`config.mk`:
```
export PLATFORM = sky130hd
export DESIGN_NAME = fetchFront
export DESIGN_NICKNAME = d
export VERILOG_FILES = /design/src/hdl/isaPkg.sv /design/src/hdl/fetchPkg.sv /design/src/hdl/intLatch.sv /design/src/hdl/instBuf.sv /design/src/hdl/operandFetch.sv /design/src/hdl/fetchFront.sv
export SDC_FILE = /design/constraint.sdc
export NUM_CORES = 2
export LEC_CHECK = 0
export ABC_CLOCK_PERIOD_IN_PS = 3100
export BUFFER_PORTS_ARGS = -buffer_cell sky130_fd_sc_hd__buf_4
export CORE_UTILIZATION = 57
export CTS_CLUSTER_SIZE = 14
export DETAILED_ROUTE_END_ITERATION = 10
export PLACE_DENSITY = 0.77
export SLEW_MARGIN = 10
export SYNTH_ARGS = -nofsm -noshare
export SYNTH_HDL_FRONTEND = slang
export SYNTH_HIERARCHICAL = 1
export SYNTH_SLANG_ARGS = --single-unit
```
`constraint.sdc`:
```
create_clock -name gclk -period 3.1 [get_ports gclk]
set_input_delay 0.31 -clock gclk [delete_from_list [all_inputs] [get_ports gclk]]
set_output_delay 0.31 -clock gclk [all_outputs]
set_load 0.02 [all_outputs]
```
`src/hdl/isaPkg.sv`:
```
package isaPkg;

   // Instruction or data word
   typedef logic [31:0] wordT;

   // Major opcode, top six bits of the word
   typedef logic [5:0] opcodeT;

   // Register index for rd, ra and rb
   typedef logic [4:0] regAddrT;

   // Low half of the instruction, also the immediate
   typedef logic [15:0] immT;

   // Function bits below the rb field
   typedef logic [10:0] altT;

   // IMM prefix, upper half for the next immediate
   localparam opcodeT opImm  = 6'o54;
   // Return from subroutine, has a delay slot
   localparam opcodeT opRtd  = 6'o55;
   // Unconditional branch, register and immediate forms
   localparam opcodeT opBr   = 6'o46;
   localparam opcodeT opBri  = 6'o56;
   // Conditional branch, register and immediate forms
   localparam opcodeT opBcc  = 6'o47;
   localparam opcodeT opBcci = 6'o57;

   // Size of the general register file
   localparam int regCount = 32;

endpackage

```
`src/hdl/fetchPkg.sv`:
```
package fetchPkg;

   // Branch forced into the stream on an interrupt
   // Opcode bri, ra field sets absolute and link
   // Return address goes to r14, target is 0x60
   localparam isaPkg::wordT intBranch = {
      isaPkg::opBri,
      5'd14,
      5'h0c,
      16'h0060
   };

   // Sampling stages on the raw interrupt level
   // First stage feeds the pending flag
   localparam int syncDepth = 2;

endpackage

```
`src/hdl/intLatch.sv`:
```
module intLatch (
   input  logic gclk,
   input  logic grst,
   // Interrupt enable from the status register
   input  logic msrIe,
   // Raw level, not related to gclk
   input  logic sysInt,
   // Injection has loaded into the buffer
   input  logic intAck,
   output logic intPending
);

   // Sampling chain, newest sample in bit 0
   logic [fetchPkg::syncDepth-1:0] intSync;

   // Level seen by the first stage
   logic intShot;

   assign intShot = intSync[0];

   // Runs every edge, independent of decode enable
   // so a stall never loses a request
   always_ff @(posedge gclk) begin
      if (grst) begin
         intSync    <= '0;
         intPending <= 1'b0;
      end else begin
         // Sample only while interrupts are enabled
         if (msrIe) begin
            intSync <= {intSync[fetchPkg::syncDepth-2:0], sysInt};
         end

         // Acknowledge wins over a new sample
         if (intAck) begin
            intPending <= 1'b0;
         end else begin
            // Sticky until taken, dropped if enable goes low
            intPending <= (intPending | intShot) & msrIe;
         end
      end
   end

endmodule

```
`src/hdl/instBuf.sv`:
```
module instBuf (
   input  logic             gclk,
   input  logic             grst,
   // Decode enable, low holds the pipeline register
   input  logic             dEn,
   input  isaPkg::wordT     iWord,
   input  logic             intPending,
   // Registered fields
   output isaPkg::opcodeT   opc,
   output isaPkg::regAddrT  rd,
   output isaPkg::regAddrT  ra,
   output isaPkg::regAddrT  rb,
   output isaPkg::altT      alt,
   output isaPkg::immT      imm,
   output isaPkg::wordT     sImm,
   // Register file addresses of the current word
   output isaPkg::regAddrT  rdAddrA,
   output isaPkg::regAddrT  rdAddrB,
   output isaPkg::regAddrT  rdAddrD,
   output logic             intAck
);

   // Classes of the registered opcode
   logic prevImm;
   logic prevRtd;
   logic prevBru;
   logic prevBcc;

   // Injection is legal this cycle
   logic blockInt;
   logic doInject;

   // Word chosen for decode and its extended immediate
   isaPkg::wordT curWord;
   isaPkg::wordT curSImm;

   assign prevImm = (opc == isaPkg::opImm);
   assign prevRtd = (opc == isaPkg::opRtd);
   assign prevBru = (opc == isaPkg::opBr) || (opc == isaPkg::opBri);
   assign prevBcc = (opc == isaPkg::opBcc) || (opc == isaPkg::opBcci);

   // Never split a prefix from its instruction
   // and never take a delay slot away from a branch
   assign blockInt = prevImm | prevRtd | prevBru | prevBcc;
   assign doInject = intPending & ~blockInt;

   always_comb begin
      if (doInject) begin
         curWord = fetchPkg::intBranch;
      end else begin
         curWord = iWord;
      end
   end

   // Prefix supplies the upper half after an IMM
   always_comb begin
      if (prevImm) begin
         curSImm = {imm, curWord[15:0]};
      end else begin
         curSImm = {{16{curWord[15]}}, curWord[15:0]};
      end
   end

   // Read addresses go out unregistered
   assign rdAddrD = curWord[25:21];
   assign rdAddrA = curWord[20:16];
   assign rdAddrB = curWord[15:11];

   // rb and alt share the low half
   assign rb  = imm[15:11];
   assign alt = imm[10:0];

   always_ff @(posedge gclk) begin
      if (grst) begin
         opc    <= '0;
         rd     <= '0;
         ra     <= '0;
         imm    <= '0;
         sImm   <= '0;
         intAck <= 1'b0;
      end else if (dEn) begin
         opc    <= curWord[31:26];
         rd     <= curWord[25:21];
         ra     <= curWord[20:16];
         imm    <= curWord[15:0];
         sImm   <= curSImm;
         // High only for the edge that took the branch
         intAck <= doInject;
      end
   end

endmodule

```
`src/hdl/operandFetch.sv`:
```
module operandFetch (
   input  logic             gclk,
   input  logic             grst,
   // Same enable as the field register
   input  logic             load,
   input  isaPkg::regAddrT  rdAddrA,
   input  isaPkg::regAddrT  rdAddrB,
   input  isaPkg::regAddrT  rdAddrD,
   // Writeback port
   input  logic             wrEn,
   input  isaPkg::regAddrT  wrAddr,
   input  isaPkg::wordT     wrData,
   output isaPkg::wordT     opA,
   output isaPkg::wordT     opB,
   output isaPkg::wordT     opD
);

   // General registers, r0 kept but never read
   isaPkg::wordT regFile [isaPkg::regCount];

   // One read port with r0 and writeback bypass
   function automatic isaPkg::wordT readReg(input isaPkg::regAddrT addr);
      isaPkg::wordT val;
      if (addr == '0) begin
         val = '0;
      end else if (wrEn && (wrAddr == addr)) begin
         // Write lands this edge, hand it straight over
         val = wrData;
      end else begin
         val = regFile[addr];
      end
      return val;
   endfunction

   // Writeback ignores decode enable
   always_ff @(posedge gclk) begin
      if (wrEn) begin
         regFile[wrAddr] <= wrData;
      end
   end

   // Operands line up with the buffered fields
   always_ff @(posedge gclk) begin
      if (grst) begin
         opA <= '0;
         opB <= '0;
         opD <= '0;
      end else if (load) begin
         opA <= readReg(rdAddrA);
         opB <= readReg(rdAddrB);
         opD <= readReg(rdAddrD);
      end
   end

endmodule

```
`src/hdl/fetchFront.sv`:
```
module fetchFront (
   input  logic             gclk,
   input  logic             grst,
   input  logic             dEn,
   input  isaPkg::wordT     iWord,
   input  logic             msrIe,
   input  logic             sysInt,
   // Writeback from later stages
   input  logic             wrEn,
   input  isaPkg::regAddrT  wrAddr,
   input  isaPkg::wordT     wrData,
   // Decoded fields
   output isaPkg::opcodeT   opc,
   output isaPkg::regAddrT  rd,
   output isaPkg::regAddrT  ra,
   output isaPkg::regAddrT  rb,
   output isaPkg::altT      alt,
   output isaPkg::immT      imm,
   output isaPkg::wordT     sImm,
   // Operands for the same instruction
   output isaPkg::wordT     opA,
   output isaPkg::wordT     opB,
   output isaPkg::wordT     opD,
   output logic             intAck
);

   // Latch to buffer
   logic intPending;

   // Buffer to register file
   isaPkg::regAddrT rdAddrA;
   isaPkg::regAddrT rdAddrB;
   isaPkg::regAddrT rdAddrD;

   // Interrupt request, free running
   intLatch intLatch_i (
      .gclk       (gclk),
      .grst       (grst),
      .msrIe      (msrIe),
      .sysInt     (sysInt),
      .intAck     (intAck),
      .intPending (intPending)
   );

   // Word select and field register
   instBuf instBuf_i (
      .gclk       (gclk),
      .grst       (grst),
      .dEn        (dEn),
      .iWord      (iWord),
      .intPending (intPending),
      .opc        (opc),
      .rd         (rd),
      .ra         (ra),
      .rb         (rb),
      .alt        (alt),
      .imm        (imm),
      .sImm       (sImm),
      .rdAddrA    (rdAddrA),
      .rdAddrB    (rdAddrB),
      .rdAddrD    (rdAddrD),
      .intAck     (intAck)
   );

   // Operand read, loads with the fields
   operandFetch operandFetch_i (
      .gclk    (gclk),
      .grst    (grst),
      .load    (dEn),
      .rdAddrA (rdAddrA),
      .rdAddrB (rdAddrB),
      .rdAddrD (rdAddrD),
      .wrEn    (wrEn),
      .wrAddr  (wrAddr),
      .wrData  (wrData),
      .opA     (opA),
      .opB     (opB),
      .opD     (opD)
   );

endmodule

```
==> results.sh <==
export IMPL_status="finished with violations"
export IMPL_violations="setup timing"
export IMPL_dpl_hpwl_um=138000
export IMPL_power_density_nw_per_um2=537
export IMPL_finalCritPeriodShare_pct=101
export IMPL_syn_avg_cell_area_sq_um=15.8
export IMPL_drc=0
export IMPL_rr_startpoint="instBuf_i/opc[4]"
export IMPL_critPathRequiredTime_ns=3.70
export IMPL_final_util_pct=68.0
export IMPL_tritoncts="built"
export IMPL_rsz0062_at_grt="yes"
export IMPL_cts_max_level=3
export IMPL_layout_commonest_cell="edfxtp_1"
export IMPL_num_rows=121
export IMPL_drive_gt1_share_pct=34.1
export IMPL_crit_start="instBuf_i/opc[4]"
export IMPL_io_pins=252
export IMPL_routed_wl_um=232000
export IMPL_synthesis_nets=4042
export IMPL_clock_sinks=1171
export IMPL_clk_path_buf_depth=3
export IMPL_io_buffers=251
export IMPL_antenna_found_initial=10
export IMPL_drtAntennaViolNets=0
export IMPL_cts_root_buf="clkbuf_16"
export IMPL_tightest_slew_ns=0.947
export IMPL_hold_path_class="in -> reg"
export IMPL_max_freq_mhz=320
export IMPL_dpl_cell_area_sq_um=68400
export IMPL_relSlewSlack_pct=36.7
export IMPL_synthDistinctLibCells=62
export IMPL_via_per_inst=7.93
export IMPL_holdWs_ns=0.0197
export IMPL_coreArea_sq_um=109000
export IMPL_fin_crit_ns=3.12
export IMPL_crit_type="reg -> reg"
export IMPL_initialDrtViolationCount=8332
export IMPL_initial_core_util_pct=57.6
export IMPL_critPathArrivalTime_ns=3.72
export IMPL_vias=46770
export IMPL_reg2reg_depth=11
export IMPL_nFillCells=7041
export IMPL_synth_area_sq_um=62800
export IMPL_grt_first_pass_wirelength_um=323000
export IMPL_dieWidth_um=334
export IMPL_firstDrtPassIters=9
export IMPL_fin_cells=5901
export IMPL_nNetsFinal=4447
export IMPL_synth_seq_area_share_pct=53.6
export IMPL_area_delta_synth_final_pct=17.9
export IMPL_ys_ff_latch=1171
export IMPL_synth_main_ff_cell="edfxtp_1"
export IMPL_dieArea_sq_um=112000
export IMPL_end_kind="flip-flop"
export IMPL_grt_max_degree=84
export IMPL_wire_per_inst_um=39.3
export IMPL_setup_ws_ns=-0.0219
export IMPL_regToRegEndpoint="operandFetch_i/opA[16]"
export IMPL_grtUsageTotal_pct=40.8
export IMPL_netlist_instances=3967
export IMPL_die_y_um=334
export IMPL_drv_cap=0
export IMPL_placed_cells=5563
export IMPL_final_setup_viol_count=1
export IMPL_path_clk_slew_ns=0.06
export IMPL_drv_slew=0
export IMPL_ys_warn_count=6
export IMPL_path_max_fanout=33
export IMPL_grt_pass1_vias=45274
export IMPL_synth_edf_count=1024
export IMPL_finClkSkew_ns=0.0476
export IMPL_crit_path_start_kind="flip-flop"
export IMPL_cts_inserted_buffers=120
export IMPL_synthArstFlopShare_pct=0
export IMPL_clock_latency_ns=0.76
export IMPL_leakage_nw=25.8
export IMPL_final_hold_violation_count=0
export IMPL_final_cell_area_sq_um=74100
export IMPL_final_cell_mix="edfxtp_1, mux4_2, mux2i_1"
export IMPL_peakVddDrop_v=0.000485
export IMPL_tns_ns=-0.0219
export IMPL_r2r_slack_ns=-0.02
export IMPL_gp_congestion=0.907
export IMPL_gr_total_overflow=0
export IMPL_crit_end="operandFetch_i/opA[16]"
repair_timing:
item | 4_1_cts | 5_1_grt
buffers inserted | 1 | 27
endpoints found under the setup margin | 8 | 86
resized for setup | 5 | 73
hold endpoints to repair | 885 | 0
hold buffers | 66 | 0
cloned | 0 | 7
pin swaps | 0 | 6
per-stage QoR:
stage	power, mW	setup WS [ns]
2_1_floorplan	21.5	0.00737
3_3_place_gp	23.8	-0.0542
3_5_place_dp	23.9	-0.0784
4_1_cts	39.3	0.000240
5_1_grt	40.4	-0.0595
6_report	39.8	-0.0219
cell usage after synthesis, types with 30 or more instances:
library cell,number,area [sq um]
nor3_1,30,150
nor2_1,158,593
a221oi_1,129,1130
buf_4,93,698
mux2i_1,534,5350
buf_6,57,642
a22o_1,69,604
a221o_1,66,661
o22ai_1,77,482
edfxtp_1,1024,30700
mux2_2,34,383
a211oi_1,82,616
clkbuf_1,118,443
nor2b_1,121,757
a22oi_1,72,541
o21ai_0,80,400
a21oi_1,114,571
mux4_2,550,12400
dfxtp_1,147,2940
buf_2,125,626
cell type report:
type	count	area [sq um]	area share, %
tap	1414	1770	2.39
clock buffer	154	3260	4.41
sequential	1171	33700	45.5
timing repair buffer	696	7150	9.66
multi-input combinational	2363	27100	36.6
antenna	7	17.5	0.0236
inverter	20	77.6	0.105
clock inverter	76	1010	1.36
cell families (layout without fill, tap and decap cells):
| family | Yosys count | in the layout | share of synthesized area [%] |
|---|---|---|---|
| flops | 1171 | 1171 | 53.6 |
| mux | 1118 | 1118 | 28.8 |
| compound gates | 811 | 811 | 9.73 |
| buf+inv | 433 | 946 | 4.09 |
| simple gates | 419 | 419 | 3.47 |
| xor+xnor | 15 | 15 | 0.209 |
| other cells | 0 | 7 | 0 |
critical path: stages, from the launching register on:
cell and delay [ns]:
dfxtp_1 0.31, nand3b_1 0.19, o21ai_2 0.20, buf_12 0.20, and2_4 0.20, buf_4 0.21, buf_12 0.29, nand2_1 0.33
o22ai_1 0.35, nor3_1 0.10, a2111oi_1 0.41, o32ai_1 0.16
metal layers:
layer / GRT usage [%] / part of all wire, % / up-vias
met1: 52.4 / 32 / 23114
met4: 23.8 / 7.3 / 12
met3: 16.9 / 18 / 1092
met5: 0 / 0.034 / -
met2: 58.4 / 42 / 4984
li1: - / - / 17568
state kept, by name, indices dropped and copies added, names as in the netlist:
| name | count |
|---|---|
| operandFetch_i/opD | 32 |
| instBuf_i/imm | 15 |
| intLatch_i/intPending | 1 |
| operandFetch_i/regFile | 1024 |
| intLatch_i/intSync | 1 |
| instBuf_i/ra | 5 |
| instBuf_i/opc | 6 |
| instBuf_i/sImm | 17 |
| operandFetch_i/opA | 32 |
| instBuf_i/rd | 5 |
| instBuf_i/intAck | 1 |
| operandFetch_i/opB | 32 |
report_power, final:
part	internal (mW)	switching, mW	total, mW
combinational	2.70	3.49	6.19
clock	9.21	6.46	15.7
sequential	17.5	0.419	17.9
total	29.4	10.4	39.8
worst min-delay path by stage:
stage / cells past startpoint / startpoint / end / slack (ns)
CTS: 1 / wrData[4] / operandFetch_i/regFile[7][4] / 0.001
detailed placement: 2 / instBuf_i/rd[1] / instBuf_i/rd[1] / 0.48
floorplan: 1 / grst / intLatch_i/intSync[0] / 0.38
finish: 1 / wrData[4] / operandFetch_i/regFile[26][4] / 0.02
global route: 1 / wrData[4] / operandFetch_i/regFile[29][4] / 0.02
global placement: 2 / instBuf_i/rd[1] / instBuf_i/rd[1] / 0.47
(Power assumes the default switching activity.)
